File: src/verilog/usbTxPkg.sv
// USB transmit link types, register map and protocol constants
`default_nettype none

package usbTxPkg;

    // Line symbols, J doubles as logic one inside the bit stream
    typedef enum logic [1:0] {
        busK   = 2'd0,
        busJ   = 2'd1,
        busSe0 = 2'd2
    } busState;

    typedef enum logic [3:0] {
        pidOut   = 4'b0001,
        pidIn    = 4'b1001,
        pidData0 = 4'b0011,
        pidAck   = 4'b0010,
        pidNak   = 4'b1010
    } pidT;

    // Packet kind as written in the control word
    typedef enum logic [2:0] {
        kindOut   = 3'd0,
        kindIn    = 3'd1,
        kindData0 = 3'd2,
        kindAck   = 3'd3,
        kindNak   = 3'd4
    } pktKindT;

    // APB register offsets
    localparam logic [7:0] CTRL_ADDR    = 8'h00;
    localparam logic [7:0] DATA_LO_ADDR = 8'h04;
    localparam logic [7:0] DATA_HI_ADDR = 8'h08;
    localparam logic [7:0] STATUS_ADDR  = 8'h0C;

    // Control word layout
    localparam int KIND_LSB = 0;
    localparam int ADDR_LSB = 3;
    localparam int ENDP_LSB = 10;
    localparam int KIND_W   = 3;

    localparam int APB_DW     = 32;
    localparam int PAYLOAD_W  = 64;
    localparam int DEV_ADDR_W = 7;
    localparam int ENDP_W     = 4;

    // CRC generators, both preset to all ones
    localparam int              CRC5_W     = 5;
    localparam logic [4:0]      CRC5_POLY  = 5'h05;
    localparam int              CRC16_W    = 16;
    localparam logic [15:0]     CRC16_POLY = 16'h8005;

    // Framing
    localparam int SYNC_BITS    = 8;
    localparam int STUFF_RUN    = 6;
    localparam int EOP_SE0_BITS = 2;

    localparam int COUNT_W = 8;

endpackage

`default_nettype wire

File: src/verilog/usbTxIfs.sv
// Command and bit-stream interfaces between the USB transmit stages
`timescale 1ns/1ps
`default_nettype none

interface cmdIf;
    import usbTxPkg::*;

    logic                  start;
    pktKindT               kind;
    logic [DEV_ADDR_W-1:0] devAddr;
    logic [ENDP_W-1:0]     endp;
    logic [PAYLOAD_W-1:0]  payload;
    logic                  busy;
    logic                  done;

    // Register decode issues commands
    modport master (
        output start, kind, devAddr, endp, payload,
        input  busy, done
    );

    // Serializer executes them
    modport slave (
        input  start, kind, devAddr, endp, payload,
        output busy, done
    );
endinterface

interface bitIf;
    import usbTxPkg::*;

    logic    valid;
    busState symbol;
    logic    stuffOn;
    logic    ready;

    modport source (
        output valid, symbol, stuffOn,
        input  ready
    );

    modport sink (
        input  valid, symbol, stuffOn,
        output ready
    );
endinterface

`default_nettype wire

File: src/verilog/apbRegs.sv
// APB register block that holds the payload, issues packet commands and reports status
`timescale 1ns/1ps
`default_nettype none

module apbRegs (
    input  logic                        clk,
    input  logic                        rst_L,
    input  logic                        pSel,
    input  logic                        pEnable,
    input  logic                        pWrite,
    input  logic [7:0]                  pAddr,
    input  logic [usbTxPkg::APB_DW-1:0] pWdata,
    output logic [usbTxPkg::APB_DW-1:0] pRdata,
    output logic                        pReady,
    output logic                        pSlverr,
    cmdIf.master                        cmd
);
    import usbTxPkg::*;

    logic [APB_DW-1:0]     dataLo;
    logic [APB_DW-1:0]     dataHi;
    logic [COUNT_W-1:0]    sentCount;
    logic [KIND_W-1:0]     kindField;
    pktKindT               ctrlKind;
    logic [DEV_ADDR_W-1:0] ctrlAddr;
    logic [ENDP_W-1:0]     ctrlEndp;
    logic                  startReg;
    logic                  access;
    logic                  mapped;
    logic                  ctrlWrite;
    logic                  linkBusy;
    logic                  kindOk;
    logic                  accept;

    // No wait states
    assign pReady = 1'b1;
    assign access = pSel && pEnable && pReady;

    always_comb begin
        case (pAddr)
            CTRL_ADDR, DATA_LO_ADDR, DATA_HI_ADDR, STATUS_ADDR: mapped = 1'b1;
            default: mapped = 1'b0;
        endcase
    end

    assign kindField = pWdata[KIND_LSB +: KIND_W];
    assign kindOk    = kindField inside {kindOut, kindIn, kindData0, kindAck, kindNak};

    // A pending start counts as busy until the serializer picks it up
    assign linkBusy  = cmd.busy || startReg;
    assign ctrlWrite = access && pWrite && (pAddr == CTRL_ADDR);
    assign accept    = ctrlWrite && !linkBusy && kindOk;
    assign pSlverr   = access && (!mapped || (ctrlWrite && (linkBusy || !kindOk)));

    always_comb begin
        case (pAddr)
            CTRL_ADDR:    pRdata = {{(APB_DW-ENDP_W-DEV_ADDR_W-KIND_W){1'b0}},
                                    ctrlEndp, ctrlAddr, ctrlKind};
            DATA_LO_ADDR: pRdata = dataLo;
            DATA_HI_ADDR: pRdata = dataHi;
            STATUS_ADDR:  pRdata = {{(APB_DW-8-COUNT_W){1'b0}}, sentCount, 7'b0, cmd.busy};
            default:      pRdata = '0;
        endcase
    end

    // Payload words
    always_ff @(posedge clk) begin
        if (access && pWrite && (pAddr == DATA_LO_ADDR)) begin
            dataLo <= pWdata;
        end
        if (access && pWrite && (pAddr == DATA_HI_ADDR)) begin
            dataHi <= pWdata;
        end
    end

    always_ff @(posedge clk, negedge rst_L) begin
        if (!rst_L) begin
            startReg  <= 1'b0;
            sentCount <= '0;
            ctrlKind  <= kindOut;
            ctrlAddr  <= '0;
            ctrlEndp  <= '0;
        end else begin
            startReg <= accept;
            if (accept) begin
                ctrlKind <= pktKindT'(kindField);
                ctrlAddr <= pWdata[ADDR_LSB +: DEV_ADDR_W];
                ctrlEndp <= pWdata[ENDP_LSB +: ENDP_W];
            end
            if (cmd.done) begin
                sentCount <= sentCount + 1'b1;
            end
        end
    end

    assign cmd.start   = startReg;
    assign cmd.kind    = ctrlKind;
    assign cmd.devAddr = ctrlAddr;
    assign cmd.endp    = ctrlEndp;
    assign cmd.payload = {dataHi, dataLo};

    // The serializer must be idle whenever a new command is launched
    startWhileIdle: assert property (@(posedge clk) disable iff (!rst_L)
        $rose(cmd.start) |-> !cmd.busy)
        else $error("start raised while the serializer is busy");

endmodule

`default_nettype wire

File: src/verilog/crcSerial.sv
// Serial Galois LFSR CRC generator taking one data bit per clock
`timescale 1ns/1ps
`default_nettype none

module crcSerial #(
    parameter int               WIDTH = 5,
    parameter logic [WIDTH-1:0] POLY  = 5'h05
) (
    input  logic             clk,
    input  logic             rst_L,
    input  logic             clear,
    input  logic             shift,
    input  logic             dataBit,
    output logic [WIDTH-1:0] crc
);

    logic feedback;

    // Incoming bit meets the MSB before the register shifts up
    assign feedback = dataBit ^ crc[WIDTH-1];

    always_ff @(posedge clk, negedge rst_L) begin
        if (!rst_L) begin
            crc <= '1;
        end else if (clear) begin
            crc <= '1;
        end else if (shift) begin
            crc <= {crc[WIDTH-2:0], 1'b0} ^ (feedback ? POLY : '0);
        end
    end

endmodule

`default_nettype wire

File: src/verilog/packetSerializer.sv
// Packet serializer that emits SYNC, PID, fields, CRC and EOP one symbol at a time
`timescale 1ns/1ps
`default_nettype none

module packetSerializer (
    input logic  clk,
    input logic  rst_L,
    cmdIf.slave  cmd,
    bitIf.source bits
);
    import usbTxPkg::*;

    typedef enum logic [2:0] {sIdle, sSync, sPid, sField, sCrc, sEop} serState;

    serState              state;
    logic [5:0]           bitCnt;
    logic [5:0]           fieldLast;
    logic [PAYLOAD_W-1:0] fieldReg;
    logic [7:0]           pidByte;
    logic                 isData;
    logic                 isHandshake;
    pidT                  pidVal;
    logic                 accepted;
    logic                 lastBit;
    logic                 fieldShift;
    logic [CRC5_W-1:0]    crc5;
    logic [CRC16_W-1:0]   crc16;

    function automatic pidT kindToPid(input pktKindT k);
        case (k)
            kindOut:   return pidOut;
            kindIn:    return pidIn;
            kindData0: return pidData0;
            kindAck:   return pidAck;
            default:   return pidNak;
        endcase
    endfunction

    function automatic busState toSym(input logic b);
        return b ? busJ : busK;
    endfunction

    assign pidVal     = kindToPid(cmd.kind);
    assign accepted   = bits.valid && bits.ready;
    assign fieldShift = accepted && (state == sField);
    assign fieldLast  = isData ? 6'(PAYLOAD_W - 1) : 6'(DEV_ADDR_W + ENDP_W - 1);

    always_comb begin
        case (state)
            sSync:   lastBit = (bitCnt == 6'(SYNC_BITS - 1));
            sPid:    lastBit = (bitCnt == 6'd7);
            sField:  lastBit = (bitCnt == fieldLast);
            sCrc:    lastBit = (bitCnt == 6'd0);
            sEop:    lastBit = (bitCnt == 6'(EOP_SE0_BITS));
            default: lastBit = 1'b0;
        endcase
    end

    // Current symbol, which only moves on an accepted transfer
    always_comb begin
        case (state)
            sSync:   bits.symbol = toSym(bitCnt == 6'(SYNC_BITS - 1));
            sPid:    bits.symbol = toSym(pidByte[bitCnt[2:0]]);
            sField:  bits.symbol = toSym(fieldReg[0]);
            sCrc:    bits.symbol = isData ? toSym(~crc16[bitCnt[3:0]])
                                          : toSym(~crc5[bitCnt[2:0]]);
            sEop:    bits.symbol = (bitCnt < 6'(EOP_SE0_BITS)) ? busSe0 : busJ;
            default: bits.symbol = busJ;
        endcase
    end

    always_ff @(posedge clk, negedge rst_L) begin
        if (!rst_L) begin
            state  <= sIdle;
            bitCnt <= '0;
        end else if (state == sIdle) begin
            if (cmd.start) begin
                state  <= sSync;
                bitCnt <= '0;
            end
        end else if (accepted) begin
            if (lastBit) begin
                bitCnt <= '0;
                case (state)
                    sSync:   state <= sPid;
                    sPid:    state <= isHandshake ? sEop : sField;
                    sField: begin
                        state  <= sCrc;
                        bitCnt <= isData ? 6'(CRC16_W - 1) : 6'(CRC5_W - 1);
                    end
                    sCrc:    state <= sEop;
                    default: state <= sIdle;
                endcase
            end else if (state == sCrc) begin
                // CRC goes out MSB first
                bitCnt <= bitCnt - 1'b1;
            end else begin
                bitCnt <= bitCnt + 1'b1;
            end
        end
    end

    // Command latch and field shifter
    always_ff @(posedge clk) begin
        if ((state == sIdle) && cmd.start) begin
            pidByte     <= {~pidVal, pidVal};
            isData      <= (cmd.kind == kindData0);
            isHandshake <= (cmd.kind inside {kindAck, kindNak});
            if (cmd.kind == kindData0) begin
                fieldReg <= cmd.payload;
            end else begin
                fieldReg <= {{(PAYLOAD_W-DEV_ADDR_W-ENDP_W){1'b0}}, cmd.endp, cmd.devAddr};
            end
        end else if (fieldShift) begin
            fieldReg <= fieldReg >> 1;
        end
    end

    crcSerial #(.WIDTH(CRC5_W), .POLY(CRC5_POLY)) crc5Gen (
        .clk     (clk),
        .rst_L   (rst_L),
        .clear   (cmd.start),
        .shift   (fieldShift && !isData),
        .dataBit (fieldReg[0]),
        .crc     (crc5)
    );

    crcSerial #(.WIDTH(CRC16_W), .POLY(CRC16_POLY)) crc16Gen (
        .clk     (clk),
        .rst_L   (rst_L),
        .clear   (cmd.start),
        .shift   (fieldShift && isData),
        .dataBit (fieldReg[0]),
        .crc     (crc16)
    );

    assign bits.valid   = (state != sIdle);
    assign bits.stuffOn = (state inside {sPid, sField, sCrc});
    assign cmd.busy     = (state != sIdle);
    assign cmd.done     = accepted && (state == sEop) && lastBit;

    // A stalled symbol must wait unchanged for the line coder
    symbolHeld: assert property (@(posedge clk) disable iff (!rst_L)
        (bits.valid && !bits.ready) |=> (bits.valid && $stable(bits.symbol)))
        else $error("symbol changed while the line coder stalled");

endmodule

`default_nettype wire

File: src/verilog/lineCoder.sv
// Line coder with bit stuffing, NRZI coding and dp/dm/oe drive
`timescale 1ns/1ps
`default_nettype none

module lineCoder (
    input  logic clk,
    input  logic rst_L,
    bitIf.sink   bits,
    output logic dp,
    output logic dm,
    output logic oe
);
    import usbTxPkg::*;

    localparam int RUN_W = $clog2(STUFF_RUN + 1);

    logic [RUN_W-1:0] onesCnt;
    logic             stuffNow;
    logic             accepted;
    logic             sendGo;
    busState          sendSym;
    busState          lineState;

    // After a full run of ones a zero goes in and the source waits
    assign stuffNow   = (onesCnt == RUN_W'(STUFF_RUN));
    assign bits.ready = !stuffNow;
    assign accepted   = bits.valid && bits.ready;
    assign sendGo     = stuffNow || accepted;
    assign sendSym    = stuffNow ? busK : bits.symbol;

    always_ff @(posedge clk, negedge rst_L) begin
        if (!rst_L) begin
            onesCnt   <= '0;
            lineState <= busJ;
            oe        <= 1'b0;
        end else begin
            oe <= sendGo;

            if (stuffNow) begin
                onesCnt <= '0;
            end else if (accepted) begin
                if (bits.stuffOn && (bits.symbol == busJ)) begin
                    onesCnt <= onesCnt + 1'b1;
                end else begin
                    onesCnt <= '0;
                end
            end

            // NRZI coding where a zero toggles the line and a one holds it
            if (sendGo) begin
                if (sendSym == busSe0) begin
                    lineState <= busSe0;
                end else if (lineState == busSe0) begin
                    lineState <= sendSym;
                end else if (sendSym == busK) begin
                    lineState <= (lineState == busJ) ? busK : busJ;
                end
            end
        end
    end

    assign dp = (lineState == busJ);
    assign dm = (lineState == busK);

    // Each packet has to leave the line at J once the driver turns off
    idleAtJ: assert property (@(posedge clk) disable iff (!rst_L)
        !oe |-> (lineState == busJ))
        else $error("line not back at J while oe is low");

endmodule

`default_nettype wire

File: src/verilog/usbTxHost.sv
// USB transmit host top level joining register decode, serializer and line coder
`timescale 1ns/1ps
`default_nettype none

module usbTxHost (
    input  logic                        clk,
    input  logic                        rst_L,
    input  logic                        pSel,
    input  logic                        pEnable,
    input  logic                        pWrite,
    input  logic [7:0]                  pAddr,
    input  logic [usbTxPkg::APB_DW-1:0] pWdata,
    output logic [usbTxPkg::APB_DW-1:0] pRdata,
    output logic                        pReady,
    output logic                        pSlverr,
    output logic                        dp,
    output logic                        dm,
    output logic                        oe
);

    cmdIf cmdBus ();
    bitIf bitBus ();

    apbRegs apbRegs_i (
        .clk     (clk),
        .rst_L   (rst_L),
        .pSel    (pSel),
        .pEnable (pEnable),
        .pWrite  (pWrite),
        .pAddr   (pAddr),
        .pWdata  (pWdata),
        .pRdata  (pRdata),
        .pReady  (pReady),
        .pSlverr (pSlverr),
        .cmd     (cmdBus.master)
    );

    packetSerializer packetSerializer_i (
        .clk   (clk),
        .rst_L (rst_L),
        .cmd   (cmdBus.slave),
        .bits  (bitBus.source)
    );

    lineCoder lineCoder_i (
        .clk   (clk),
        .rst_L (rst_L),
        .bits  (bitBus.sink),
        .dp    (dp),
        .dm    (dm),
        .oe    (oe)
    );

endmodule

`default_nettype wire

File: config.mk
export PLATFORM = sky130hd
export DESIGN_NAME = usbTxHost
export DESIGN_NICKNAME = d
export VERILOG_FILES = /design/src/verilog/usbTxPkg.sv /design/src/verilog/usbTxIfs.sv /design/src/verilog/apbRegs.sv /design/src/verilog/crcSerial.sv /design/src/verilog/packetSerializer.sv /design/src/verilog/lineCoder.sv /design/src/verilog/usbTxHost.sv
export SDC_FILE = /design/constraint.sdc
export NUM_CORES = 1
export LEC_CHECK = 0
export BUFFER_PORTS_ARGS = -buffer_cell sky130_fd_sc_hd__buf_2
export CORE_MARGIN = 5
export CORE_UTILIZATION = 43
export CTS_BUF_LIST = sky130_fd_sc_hd__clkbuf_8
export CTS_CLUSTER_DIAMETER = 30
export CTS_CLUSTER_SIZE = 12
export DETAILED_ROUTE_END_ITERATION = 12
export PLACE_DENSITY = 0.73
export SLEW_MARGIN = 40
export SYNTH_ARGS = -nofsm -noshare
export SYNTH_HDL_FRONTEND = slang
export SYNTH_SLANG_ARGS = --single-unit
File: constraint.sdc
create_clock -name clk -period 3.3 [get_ports clk]
set_input_delay 0.165 -clock clk [delete_from_list [all_inputs] [get_ports clk]]
set_output_delay 0.165 -clock clk [all_outputs]
set_load 0.01 [all_outputs]
== Word-level counts from Yosys, hierarchy flattened ==
Cells that the tools add are included.

* Bits in registers: 197
* Input bits: 45
* Output and inout port bits: 37
* Logic and storage cells: 153

* Add/sub/neg operators: 4
* Order comparisons: 3
* Equal/unequal tests: 25
* Mux-type cells: 49
* Bitwise gates (word level): 5
* Reduce and logical (&&, ||, !) cells: 49

{| class="wikitable"
|+ Operator list
! cell !! count
|-
| $mux W64 || 3
|-
| $pmux W32 S4 || 1
|-
| $mux W16 || 3
|-
| $mux W6 || 7
|-
| $mux W3 || 9
|-
| $eq A3 B2 Y1 const B || 6
|-
| $logic_and A1 B1 Y1 || 17
|-
| $eq A8 B4 Y1 const B || 2
|-
| $pmux W4 S4 || 1
|-
| $xor A16 B16 Y16 || 1
|-
| $eq A3 B3 Y1 const B || 5
|-
| $reduce_bool A2 Y1 || 7
|-
| $mux W2 || 6
|-
| $pmux W3 S4 || 1
|-
| $mux W1 || 10
|-
| $mux W5 || 2
|-
| $pmux W2 S5 || 1
|-
| $eq A3 B1 Y1 const B || 3
|-
| $logic_not A3 Y1 || 3
|-
| $reduce_bool A3 Y1 || 3
|-
| $add A8 B1 Y8 const B || 1
|-
| $eq A8 B3 Y1 const B || 1
|-
| $logic_not A8 Y1 || 1
|-
| $add A6 B1 Y6 const B || 1
|-
| other kinds (27) || 40
|}

== Logic depth before layout (Yosys ltp) ==
Gate-level depths: netlist (run 1).

* Word-level depth: 10
* Mapped depth: 9
* Gate-level depth less buffers: 9

== Modules after synthesis ==
Synthesis (run 1) repeated with hierarchy kept, for this count alone.

* Cells, all modules: 662
* Area, all modules: 9,003.6 µm²

{| class="wikitable"
|+ By module, submodules not included
! module !! times used !! cells each !! area each (µm²) !! seq. area each (µm²)
|-
| packetSerializer || 1 || 321 || 4,107.7 || 2,387.3
|-
| apbRegs || 1 || 230 || 3,559.7 || 2,497.4
|-
| crcSerial at packetSerializer_i.crc16Gen || 1 || 56 || 726.9 || 420.4
|-
| lineCoder || 1 || 37 || 362.8 || 151.4
|-
| crcSerial at packetSerializer_i.crc5Gen || 1 || 18 || 246.5 || 131.4
|}

== Least setup slack after synthesis (run 1) ==
Ideal clock, no wire load.

* Path kind: input-to-reg
* Start: input pAddr[2]
* End: register apbRegs_i.dataLo[0] (enable)
* Library setup time: 0.513 ns
* Arrival: 4.303 ns
* Required time: 2.787 ns
* Slack: -1.516 ns
* Stages: 3
* Path buffers: 2
* Path through: clkbuf_1 > clkbuf_1 > nor4b_1

* Word-level cells in the longest chain between the ends: 2

{| class="wikitable"
|+ Ends and longest elaborated chain
! what !! line !! source
|-
| start: declaration || usbTxHost.sv:11 || <nowiki>input logic [7:0] pAddr,</nowiki>
|-
| $eq A8 B3 Y1 || apbRegs.sv:68 || <nowiki>if (access && pWrite && (pAddr == DATA_LO_ADDR)) begin</nowiki>
|-
| $logic_and A1 B1 Y1 || apbRegs.sv:68 ||
|-
| end signal: assignment || apbRegs.sv:69 || <nowiki>dataLo <= pWdata;</nowiki>
|-
| end: declaration || apbRegs.sv:20 || <nowiki>logic [APB_DW-1:0] dataLo;</nowiki>
|}

No other way between the ends.
A chain may end at the register's enable or synchronous reset.

== Worst setup path in the final report (run 1) ==
* Start: register packetSerializer_i.state[0]
* End: register packetSerializer_i.bitCnt[5]

* Word-level cells in the longest chain between the ends: 6
* Elaborated cells on any way between the ends: 17
* Classes of those cells: 6 x eq/ne; 5 x mux; 6 x reduce/logical

{| class="wikitable"
|+ Ends and longest elaborated chain
! what !! line !! source
|-
| start: declaration || packetSerializer.sv:15 || <nowiki>serState state;</nowiki>
|-
| start signal: assignment || packetSerializer.sv:74 || <nowiki>state <= sIdle;</nowiki>
|-
| start signal: assignment || packetSerializer.sv:78 || <nowiki>state <= sSync;</nowiki>
|-
| start signal: assignment || packetSerializer.sv:85 || <nowiki>sSync: state <= sPid;</nowiki>
|-
| $eq A3 B1 Y1 or $eq A3 B2 Y1 (tied branches) || packetSerializer.sv:49 || <nowiki>case (state)</nowiki>
|-
| $reduce_or A2 Y1 (no line) || n/a ||
|-
| $pmux W1 S4 || packetSerializer.sv:49 ||
|-
| $mux W6 || packetSerializer.sv:82 || <nowiki>if (lastBit) begin</nowiki>
|-
| $mux W6 || packetSerializer.sv:81 || <nowiki>end else if (accepted) begin</nowiki>
|-
| $mux W6 || packetSerializer.sv:76 || <nowiki>end else if (state == sIdle) begin</nowiki>
|-
| end signal: assignment || packetSerializer.sv:89 || <nowiki>bitCnt <= isData ? 6'(CRC16_W - 1) : 6'(CRC5_W - 1);</nowiki>
|-
| end signal: assignment || packetSerializer.sv:96 || <nowiki>bitCnt <= bitCnt - 1'b1;</nowiki>
|-
| end signal: assignment || packetSerializer.sv:98 || <nowiki>bitCnt <= bitCnt + 1'b1;</nowiki>
|-
| end: declaration || packetSerializer.sv:16 || <nowiki>logic [5:0] bitCnt;</nowiki>
|}

Parallel ways exist; a longest one is shown, timed or not. The select of a mux whose other input is x is not followed.

==> metrics.md, run 1 <==
| Metric | Value |
|---|---|
| Routability cong. | `0.864` |
| Delay-heaviest family, CP | `compound AO/OA/AOI/OAI gates` |
| CP Launch Point | `packetSerializer_i.state[0]` |
| Min cycle time layout | `2.74 ns` |
| N_diodes | `0` |
| Most frequent CP cell | `a21o_1` |
| CP max stage delay | `0.55 ns` |
| Remaining global-route overflow | `0` |
| Register area | `5590 sq um` |
| DRC viols | `0` |
| Iter 0 DRT Violations | `695` |
| CP endpoint kind | `flop` |
| Synth area leader | `edfxtp_1` |
| Vias in the first global route | `6381` |
| Synth Register Bits | `195` |
| Vias per inst | `5.50` |
| Cell chain of the critical path | `or3b_2, inv_1, ha_1, a21o_1, a21o_1, a2111oi_0, nor3_1, a31oi_1, o22ai_1` |
| Routed len/inst | `17.5 microns` |
| Critical Path Start Type | `flop` |
| Worst Skew | `0.0146 ns` |
| Final worst path period share | `0.829` |
| Synth cell count leaders | `nand2_1, edfxtp_1, nand3_1, dfrtp_1, clkbuf_1` |
| Bufs and invs on worst path | `1` |
| Routed wire length | `20.5 mm` |
| Worst hold path type | `input port to async pin` |
| H-tree depth | `4` |
| Clock Path Buffers | `2` |
| Fill cells | `1788` |
| Top-area cell type share of the netlist area | `0.446` |
| R2R cell count | `9` |
| Clock latency on the worst-skew pair | `0.47 ns` |
| Netlist Area Pre-Place | `9160 sq um` |
| Layout cells sized above 1 | `0.216` |
| Run status | `completed` |
| FF-to-FF Start | `packetSerializer_i.state[0]` |
| Final Power | `7.16 mW` |
| Post-Syn Instances | `776` |
| Peak VDD IR | `0.000391 V` |
| Syn Nets | `831` |
| Syn Area/Cell | `11.8 sq um` |
| Area growth syn-to-layout | `16.3%` |
| Nets | `936` |
| Die width | `156 microns` |
| Largest net degree at the start of global routing | `76` |
| Synth unique cells | `67` |
| Data arrival, critical path | `3.08 ns` |
| Detail Route Antenna Nets | `0` |
| Fmax | `366 MHz` |
| WP data required | `3.64 ns` |
| Ranking of synthesized cells by area | `edfxtp_1, dfrtp_1, nand2_1` |
| CTS tree | `built` |
| WS Path Type | `flop to flop` |
| Die Y | `156 microns` |
| Clk sink count | `195` |
| Row cnt | `53` |
| Number of antenna violations at the first check in global routing | `0` |
| Worst-path cell with the longest stage delay | `or3b_2` |
| First-pass GRT wire length | `33.3 mm` |
| Post-synth EDFFs | `136` |
| Starting Density | `0.436` |
| Pleak | `4.51 nW` |
| Final HPWL DP | `13.3 mm` |
| Core Area | `21000 sq um` |
| Final setup TNS | `0 ns` |
| # port buffers | `80` |
| Drt pass-1 iters | `5` |
| Fin. max-slew vios | `0` |
| GRT Util Overall | `0.172` |
| Async SR Flop Fraction | `0.303` |
| Reg clk slew, reported paths | `0.09 ns` |
| Max-cap viol count | `0` |
| Num CTS Buffers | `17` |
| Worst-Margin Slew | `0.815 ns` |
| Die ar. | `24300 sq um` |
| Seq/Total Area, Yosys | `0.610` |
| # setup viols final | `0` |
| I/O pins | `82` |
| RSZ-0062 raised after global routing | `no` |
| Rel. slew slack | `0.455` |
| Main flop type after synthesis | `edfxtp_1` |
| Vias | `6424` |
| Reg2reg end | `packetSerializer_i.bitCnt[5]` |
| CTS root buffer | `clkbuf_8` |
| Post-CTS Setup Bufs | `0` |
| Endpoints failing hold | `0` |
| Power Density | `672 nW/um^2` |
| Most frequent cell after synthesis | `nand2_1` |
| Synthesis Warnings | `0` |
| Critical path peak fanout | `6` |
| Multi-input gate area | `3350 sq um` |
| Reg-to-reg slack, setup | `0.56 ns` |
==> cell families (layout without fill, tap and decap cells) <==
family / Yosys count / count (layout) / share of synthesized area
other cells: 1 / 1 / 0.000409
flops: 195 / 195 / 0.610
mux: 54 / 54 / 0.0738
compound gates: 99 / 99 / 0.0771
simple gates: 339 / 339 / 0.181
xor+xnor: 17 / 17 / 0.0163
buf+inv: 61 / 179 / 0.0272
fa+ha+maj: 10 / 10 / 0.0145
==> per-stage QoR <==
| step | util | instance area (sq um) | hold slack [ns] | instances | worst slack, ns |
|---|---|---|---|---|---|
| after floorplan | - | 9160 | -0.131 | 776 | 0.100 |
| after global placement | 0.471 | 9900 | 0.355 | 1104 | 0.654 |
| after detailed placement | 0.471 | 9900 | 0.195 | 1104 | 0.600 |
| after CTS | 0.507 | 10700 | 0.231 | 1169 | 0.599 |
| after global routing | 0.507 | 10700 | 0.250 | 1169 | 0.300 |
| final | 0.507 | 10700 | 0.240 | 1169 | 0.565 |
==> where the power goes <==
part           leakage (nW)  switching [mW]  internal, mW
sequential             1.97           0.316          3.35
combinational          2.33            1.10         0.785
clock                 0.218           0.893         0.721
total                  4.51            2.30          4.85
==> flip-flops by register name, summed over array words and instances, names as in the netlist, 3 cells and up <==
register	flops
packetSerializer_i.crc5Gen.crc	5
apbRegs_i.cmd.kind	3
apbRegs_i.sentCount	8
packetSerializer_i.bitCnt	6
packetSerializer_i.pidByte	6
apbRegs_i.cmd.endp	4
packetSerializer_i.crc16Gen.crc	16
apbRegs_i.dataLo	32
lineCoder_i.onesCnt	3
apbRegs_i.cmd.devAddr	7
packetSerializer_i.state	3
packetSerializer_i.fieldReg	64
apbRegs_i.dataHi	32
==> timing repair <==
item                      in CTS  in global routing
resized for setup              0                  0
hold buffers                  33                  0
hold endpoints to repair      96                  0
==> placed cells by master, fill, tap and decap left out, drive strengths merged, types with 4 or more instances in the layout <==
master       count
mux2i           27
dfrtp           37
dlygate4sd3     33
nor2b           10
a211oi           4
and2             5
edfxtp         136
and3            13
nand2          161
inv             23
mux2            18
a21oi           13
nand2b           5
o21ai           29
clkinv           4
nor2            35
mux4             9
nand4            4
and4             5
dfstp           22
xnor2           15
ha               9
a22o            17
a21o             4
nand3b          18
clkbuf          18
a211o            6
buf             99
nand3           61
nor3             8
nor4b            4
==> routing by layer <==
layer / vias to the layer above / track usage / routed length, microns / part of all wire
met1: 3171 / 0.234 / 8890 / 0.43
met3: 25 / 0.0330 / 944 / 0.046
met4: 0 / 0.0525 / 381 / 0.019
li1: 3030 / - / - / -
met5: - / 0 / 0 / 0
met2: 198 / 0.282 / 10200 / 0.50
==> worst register-to-register path: cells and delay by family (launching register included) <==
kind / cells / cell delay (ns)
simple gates: 2 / 0.69
fa+ha+maj: 1 / 0.27
flops: 1 / 0.38
compound gates: 5 / 1.07
buf+inv: 1 / 0.21
==> area by class of cell <==
| type | count | area share |
|---|---|---|
| Inverter | 15 | 0.00529 |
| Clock buffer | 18 | 0.0233 |
| Timing Repair Buffer | 132 | 0.0846 |
| Tap cell | 275 | 0.0323 |
| Clock inverter | 14 | 0.0157 |
| Sequential cell | 195 | 0.525 |
| Multi-Input combinational cell | 520 | 0.314 |
==> how the worst max path moves through the flow <==
stage                                    to  slack (ns)  depth (start not counted)
2_1_floorplan           apbRegs_i.dataLo[0]        0.10                          3
3_3_place_gp   packetSerializer_i.bitCnt[5]        0.65                          9
3_5_place_dp   packetSerializer_i.bitCnt[5]        0.60                          9
4_1_cts        packetSerializer_i.bitCnt[5]        0.60                          9
5_1_grt        packetSerializer_i.bitCnt[5]        0.30                          9
6_report       packetSerializer_i.bitCnt[5]        0.56                          9
Power figures use the tool's default switching activity.
==> inputs of run 2 (changes only) <==
Settings changed: PLACE_DENSITY 0.73 to 0.71.
Clock period 3.3 ns to 2.86 ns, I/O delays scaled along.
==> run 2 against run 1 <==
  * Sequential share of layout area decreased by 0.18 points
  * Sequential power rose by 15%
  * Non-clock buffer count rose by 10
  * Power grew 14%
  * Worst setup slack got worse by 0.32 ns
  * Clock power increased by 9%
  * Final area increased by 0.33%
  * Register-to-register slack worse by 0.32 ns
  * First-iteration DRC count fell by 1.4%
  * Global-route usage grew 0.11 points
  * Die area stayed put
  * Routed wire length increased by 1.4%
  * Critical path type unchanged
  * Critical endpoint unchanged
  * Highest routed layer unchanged
==> metrics.md, run 2 (synthesized netlist as in run 1, its figures left out) <==
| Metric | Value |
|---|---|
| Endpoints failing hold | `0 (unchanged)` |
| Max FFs per register | `64 (unchanged)` |
| Switch Pwr | `2.73 mW (+19%)` |
| Min cycle time layout | `2.61 ns (-0.121 ns)` |
| Reg-to-reg slack, setup | `0.25 ns (-0.32 ns)` |
| Clock latency on the worst-skew pair | `0.48 ns (about the same)` |
| GRT Util Overall | `0.173 (+0.00109)` |
| Vias | `6389 (-0.54%)` |
| Vias per inst | `5.42 (-1.4%)` |
| R2R cell count | `9 (unchanged)` |
| Die width | `156 microns (unchanged)` |
| Sequential share of power | `0.514 (+0.002)` |
| Clock Power Share | `0.215 (-0.010)` |
| FF-to-FF Start | `packetSerializer_i.state[0]` |
| Area growth syn-to-layout | `16.7%` |
| Worst hold path type | `input port to async pin` |
| Bufs and invs on worst path | `1 (unchanged)` |
| Core Area | `21000 sq um (unchanged)` |
| # setup viols final | `0 (unchanged)` |
| Rel. slew slack | `0.501 (+0.0458)` |
| Run status | `completed` |
| Hold Slack | `0.231 ns (-0.00865 ns)` |
| Worst-Margin Slew | `0.749 ns (-0.0657 ns)` |
| First-pass GRT wire length | `33.4 mm (+0.39%)` |
| Max-cap viol count | `0 (unchanged)` |
| Peak VDD IR | `0.000397 V (+1.7%)` |
| N_diodes | `0 (unchanged)` |
| Number of antenna violations at the first check in global routing | `0 (unchanged)` |
| Switching portion of total power | `0.334 (+0.0125)` |
| CP Launch Point | `packetSerializer_i.state[0]` |
| Final Cell Area | `10700 sq um (+0.33%)` |
| Detail Route Antenna Nets | `0 (unchanged)` |
| Largest net degree at the start of global routing | `75 (-1.3%)` |
| Commonest cells after routing, fill and taps aside | `nand2_1, edfxtp_1, buf_2` |
| Vias in the first global route | `6271 (-1.7%)` |
| Fmax | `383 MHz (+4.6%)` |
| Placed cells | `1114 (+0.91%)` |
| Pre-CTS setup slack | `0.229 ns (-0.371 ns)` |
| Final setup TNS | `0 ns (unchanged)` |
| Critical Path Start Type | `flop` |
| Pleak | `4.54 nW (+0.63%)` |
| Layout cells sized above 1 | `0.222 (+0.00646)` |
| Die Y | `156 microns (unchanged)` |
| Worst-path cell with the longest stage delay | `or3b_2` |
| Largest regs | `packetSerializer_i.fieldReg: 64 flops, apbRegs_i.dataHi: 32 flops, apbRegs_i.dataLo: 32 flops` |
| Drt pass-1 iters | `5 (unchanged)` |
| Reg clk slew, reported paths | `0.11 ns (+0.02 ns)` |
| Routed wire length | `20.7 mm (+1.4%)` |
| Delay-heaviest family, CP | `compound AO/OA/AOI/OAI gates` |
| Fin. max-slew vios | `0 (unchanged)` |
| Worst Skew | `0.0152 ns (+0.000635 ns)` |
| # port buffers | `80 (unchanged)` |
| Cell chain of the critical path | `or3b_2, inv_1, ha_1, a21o_1, a21o_1, a2111oi_1, nor3_1, a31oi_1, o22ai_1` |
| Critical path peak fanout | `5 (-1)` |
| Final HPWL DP | `13.6 mm (+2.5%)` |
| Die ar. | `24300 sq um (unchanged)` |
| Combinational power share | `0.271 (+0.008)` |
| Final core utilization | `0.508 (+0.00167)` |
| Most common cell after layout, fill and taps aside | `nand2_1` |
| WP data required | `3.22 ns (-0.42 ns)` |
| Non-filler instance count after layout | `1179 (+0.86%)` |
| Most flop-heavy register | `packetSerializer_i.fieldReg` |
| Num CTS Buffers | `17 (unchanged)` |
| Data arrival, critical path | `2.98 ns (-0.10 ns)` |
| Final Worst Setup Slack | `0.246 ns (-0.319 ns)` |
| CP max stage delay | `0.48 ns (-0.07 ns)` |
| CTS tree | `built` |
| Design internal power | `5.44 mW (+12%)` |
| Remaining global-route overflow | `0 (unchanged)` |
| Row cnt | `53 (unchanged)` |
| Nets | `946 (+1.1%)` |
| CP endpoint kind | `flop` |
| Routed len/inst | `17.6 microns (+0.55%)` |
| Reg2reg end | `packetSerializer_i.bitCnt[5]` |
| Clock Path Buffers | `2 (unchanged)` |
| Routability cong. | `0.891 (+3.2%)` |
| Starting Density | `0.436 (unchanged)` |
| WS Path Type | `flop to flop` |
| CTS root buffer | `clkbuf_8` |
| H-tree depth | `4 (unchanged)` |
| Clk sink count | `195 (unchanged)` |
| Most frequent CP cell | `a21o_1` |
| Iter 0 DRT Violations | `685 (-1.4%)` |
| Power Density | `765 nW/um^2 (+14%)` |
| Final Power | `8.18 mW (+14%)` |
| RSZ-0062 raised after global routing | `no` |
| DRC viols | `0 (unchanged)` |
| Area after DPL | `9980 sq um (+0.73%)` |
| I/O pins | `82 (unchanged)` |
| Final worst path period share | `0.914 (+0.0852)` |
-- run 2: cell types whose count changed in the layout (fill, tap and decap cells not counted), sizes merged --
| cell | delta |
|---|---|
| clkinvlp | +1 |
| inv | +2 |
| clkbuf | -1 |
| buf | +10 |
| bufinv | -2 |
-- run 2: layout make-up --
type,count,area (sq um)
clock buffer,17,234
clock inverter,15,144
fill,1823,10300
inverter,15,56.3
multi-input combinational,520,3350
sequential,195,5590
tap,275,344
timing repair buffer,142,973
-- run 2: metal layers --
layer / track usage / routed length (microns) / share of wire / up-vias
met5: 0 / 0 / 0 / -
met1: 0.236 / 9200 / 0.44 / 3130
li1: - / - / - / 3047
met2: 0.281 / 10200 / 0.49 / 186
met3: 0.0399 / 998 / 0.048 / 26
met4: 0.0450 / 310 / 0.015 / 0
-- run 2: power by group through the flow --
stage | logic [mW] | registers [mW] | clock network [mW]
CTS | 2.22 | 4.20 | 1.80
global route | 2.48 | 4.27 | 1.90
floorplan | 1.64 | 4.13 | 0
finish | 2.21 | 4.20 | 1.76
global placement | 2.12 | 4.24 | 0
detailed placement | 2.17 | 4.26 | 0
-- run 2: worst register-to-register path, delay by kind of cell (launching register included) --
family | cells | cell delay [ns]
AOI/OAI and AO/OA | 5 | 1.05
adders and majority gates | 1 | 0.26
buffers and inverters | 1 | 0.19
DFF | 1 | 0.39
and+or+nand+nor | 2 | 0.61
-- run 2: worst max path at each step --
stage               slack (ns)                           end  cells past startpoint
floorplan                 0.27  packetSerializer_i.bitCnt[5]                      9
global placement          0.27  packetSerializer_i.bitCnt[5]                      9
detailed placement        0.23  packetSerializer_i.bitCnt[5]                      9
CTS                       0.20  packetSerializer_i.bitCnt[5]                      9
global route              0.05  packetSerializer_i.bitCnt[5]                      9
finish                    0.25  packetSerializer_i.bitCnt[5]                      9
-- run 2: repair_timing --
action,CTS,global route
hold buffers,33,0
setup buffers,0,0
gates resized for setup,0,1
hold endpoints to repair,89,0
endpoints found under the setup margin,0,1
==> inputs of run 3 (changes only) <==
Settings changed: ABC_AREA from default to 1.
==> run 3 against run 2 <==
  * Via count is 4.4% higher
  * Area after synthesis down 2.2%
  * Non-clock buffer count down 7
  * Worst setup slack improved by 0.35 ns
  * Combinational power shrank 26%
  * Core utilization up 0.93 points
  * Critical endpoint is now packetSerializer_i.state[2]
==> metrics.md, run 3 <==
| Metric | Value |
|---|---|
| Starting Density | `0.440 (+0.00398)` |
| Pre-CTS setup slack | `0.651 ns (+0.422 ns)` |
| # port buffers | `80 (unchanged)` |
| WP data required | `3.26 ns (+0.04 ns)` |
| Worst hold path type | `input port to flop` |
| Register area | `5590 sq um (unchanged)` |
| Post-synth EDFFs | `136 (unchanged)` |
| Layout cells sized above 1 | `0.189 (-0.0331)` |
| Routed len/inst | `15.8 microns (-10%)` |
| Worst-Margin Slew | `0.632 ns (-0.117 ns)` |
| Critical path peak fanout | `8 (+3)` |
| Min cycle time layout | `2.26 ns (-0.353 ns)` |
| Ranking of synthesized cells by area | `edfxtp_1, dfrtp_1, nand2_1` |
| CP endpoint kind | `flop` |
| Die Y | `154 microns (-1.1%)` |
| Vias | `6667 (+4.4%)` |
| Final setup TNS | `0 ns (unchanged)` |
| Post-Syn Instances | `892 (+15%)` |
| Synthesis Warnings | `0 (unchanged)` |
| N_diodes | `0 (unchanged)` |
| Synth unique cells | `45 (-33%)` |
| Hold Slack | `0.182 ns (-0.0495 ns)` |
| Routed wire length | `20.5 mm (-1.3%)` |
| Syn Area/Cell | `10.0 sq um (-15%)` |
| Row cnt | `52 (-1.9%)` |
| Data arrival, critical path | `2.66 ns (-0.32 ns)` |
| Commonest cells after routing, fill and taps aside | `nand2_1, edfxtp_1, o21ai_0` |
| Async SR Flop Fraction | `0.303 (unchanged)` |
| Clock Path Buffers | `2 (unchanged)` |
| H-tree depth | `4 (unchanged)` |
| Pleak | `4.48 nW (-1.3%)` |
| First-pass GRT wire length | `33.3 mm (-0.41%)` |
| Clock latency on the worst-skew pair | `0.48 ns (about the same)` |
| Iter 0 DRT Violations | `577 (-16%)` |
| Final worst path period share | `0.791 (-0.123)` |
| Rel. slew slack | `0.578 (+0.0773)` |
| Most frequent cell after synthesis | `nand2_1` |
| Netlist Area Pre-Place | `8950 sq um (-2.2%)` |
| Nets | `1067 (+13%)` |
| Routability cong. | `0.901 (+1.1%)` |
| Drt pass-1 iters | `5 (unchanged)` |
| Endpoints failing hold | `0 (unchanged)` |
| Fmax | `442 MHz (+16%)` |
| Final core utilization | `0.518 (+0.00933)` |
| Final HPWL DP | `13.8 mm (+1.6%)` |
| Synth area leader | `edfxtp_1` |
| Top-area cell type share of the netlist area | `0.456 (+0.0102)` |
| # setup viols final | `0 (unchanged)` |
| Multi-input gate area | `2770 sq um (-17%)` |
| Most common cell after layout, fill and taps aside | `nand2_1` |
| Remaining global-route overflow | `0 (unchanged)` |
| Syn Nets | `947 (+14%)` |
| Number of antenna violations at the first check in global routing | `0 (unchanged)` |
| Detail Route Antenna Nets | `0 (unchanged)` |
| Num CTS Buffers | `17 (unchanged)` |
| Fin. max-slew vios | `0 (unchanged)` |
| Synth Register Bits | `195 (unchanged)` |
| Power Density | `692 nW/um^2 (-9.6%)` |
| Vias per inst | `5.15 (-5.0%)` |
| Post-CTS Setup Bufs | `0 (unchanged)` |
| Critical Path Start Type | `flop` |
| Largest regs | `packetSerializer_i.fieldReg: 64 flops, apbRegs_i.dataHi: 32 flops, apbRegs_i.dataLo: 32 flops` |
| DRC viols | `0 (unchanged)` |
| Peak VDD IR | `0.000284 V (-28%)` |
| I/O pins | `82 (unchanged)` |
| Fill cells | `1815 (-0.44%)` |
| Seq/Total Area, Yosys | `0.624 (+0.0140)` |
| RSZ-0062 raised after global routing | `no` |
| CTS tree | `built` |
| Max FFs per register | `64 (unchanged)` |
| Final Worst Setup Slack | `0.599 ns (+0.353 ns)` |
| Main flop type after synthesis | `edfxtp_1` |
| Area growth syn-to-layout | `17.8%` |
| Hold Buf Count CTS | `33 (unchanged)` |
| Die ar. | `23800 sq um (-2.1%)` |
| Die width | `154 microns (-1.1%)` |
| Synth cell count leaders | `nand2_1, edfxtp_1, o21ai_0, inv_1, dfrtp_1` |
| Run status | `completed` |
| WS Path Type | `flop to flop` |
| Clk sink count | `195 (unchanged)` |
| Post-CTS sizing | `0 (unchanged)` |
| Most flop-heavy register | `packetSerializer_i.fieldReg` |
| Max-cap viol count | `0 (unchanged)` |
| GRT Util Overall | `0.174 (+0.00108)` |
| CTS root buffer | `clkbuf_8` |
| Worst Skew | `0.0199 ns (+0.00473 ns)` |
| Largest net degree at the start of global routing | `60 (-20%)` |
| Vias in the first global route | `6634 (+5.8%)` |
| Reg clk slew, reported paths | `0.12 ns (about the same)` |
| Core Area | `20400 sq um (-3.1%)` |
## run 3: worst max-delay path, stage by stage (launching register included)
cell,delay [ns]
dfrtp_1,0.37
inv_1,0.07
ha_1,0.19
nand2_1,0.21
inv_1,0.10
nor2_1,0.43
nor2_1,0.27
a21oi_2,0.30
o21ai_0,0.15
o21ai_0,0.09
## run 3: logic make-up after synthesis
group / after synthesis / synth area share
simple gates: 330 / 0.156
flops: 195 / 0.624
compound gates: 188 / 0.120
buf+inv: 152 / 0.0692
xor+xnor: 16 / 0.0157
fa+ha+maj: 10 / 0.0148
other cells: 1 / 0.000419
## run 3: area by class of cell
type / instances / share of cell area
Sequential cell: 195 / 0.530
Multi-Input combinational cell: 545 / 0.263
Tap cell: 270 / 0.0320
Clock inverter: 15 / 0.0218
Timing Repair Buffer: 135 / 0.0888
Clock buffer: 17 / 0.0222
Inverter: 118 / 0.0420
## run 3: path summary, 6_finish.rpt
| kind | startpoint | end | slack, ns | cells past startpoint |
|---|---|---|---|---|
| setup / recovery | lineCoder_i.onesCnt[0] | packetSerializer_i.state[2] | 0.60 | 9 |
| hold / removal | pAddr[0] | apbRegs_i.cmd.start | 0.18 | 6 |
| setup reg to reg | lineCoder_i.onesCnt[0] | packetSerializer_i.state[2] | 0.60 | 9 |
| hold reg to reg | lineCoder_i.lineState[0] | lineCoder_i.lineState[0] | 0.49 | 2 |
| max in group asynchronous | rst_L | apbRegs_i.cmd.endp[2] | 2.10 | 3 |
| min in group asynchronous | rst_L | packetSerializer_i.bitCnt[0] | 0.19 | 2 |
## run 3: through the flow
step / std cells / total power [mW] / cell area [sq um]
2_1_floorplan: 892 / 4.84 / 8960
3_3_place_gp: 1230 / 5.26 / 9750
3_5_place_dp: 1230 / 5.30 / 9750
4_1_cts: 1295 / 7.33 / 10500
5_1_grt: 1295 / 7.73 / 10500
6_report: 1295 / 7.29 / 10500
## run 3: power breakdown
part           internal [mW]  switching [mW]
registers               3.45           0.212
clock network          0.751            1.26
logic                  0.591            1.04
## run 3: routing by layer
metal / share of wire / track usage
met3: 0.072 / 0.0427
met2: 0.48 / 0.285
met4: 0.023 / 0.0618
met1: 0.43 / 0.227
met5: 0 / 0
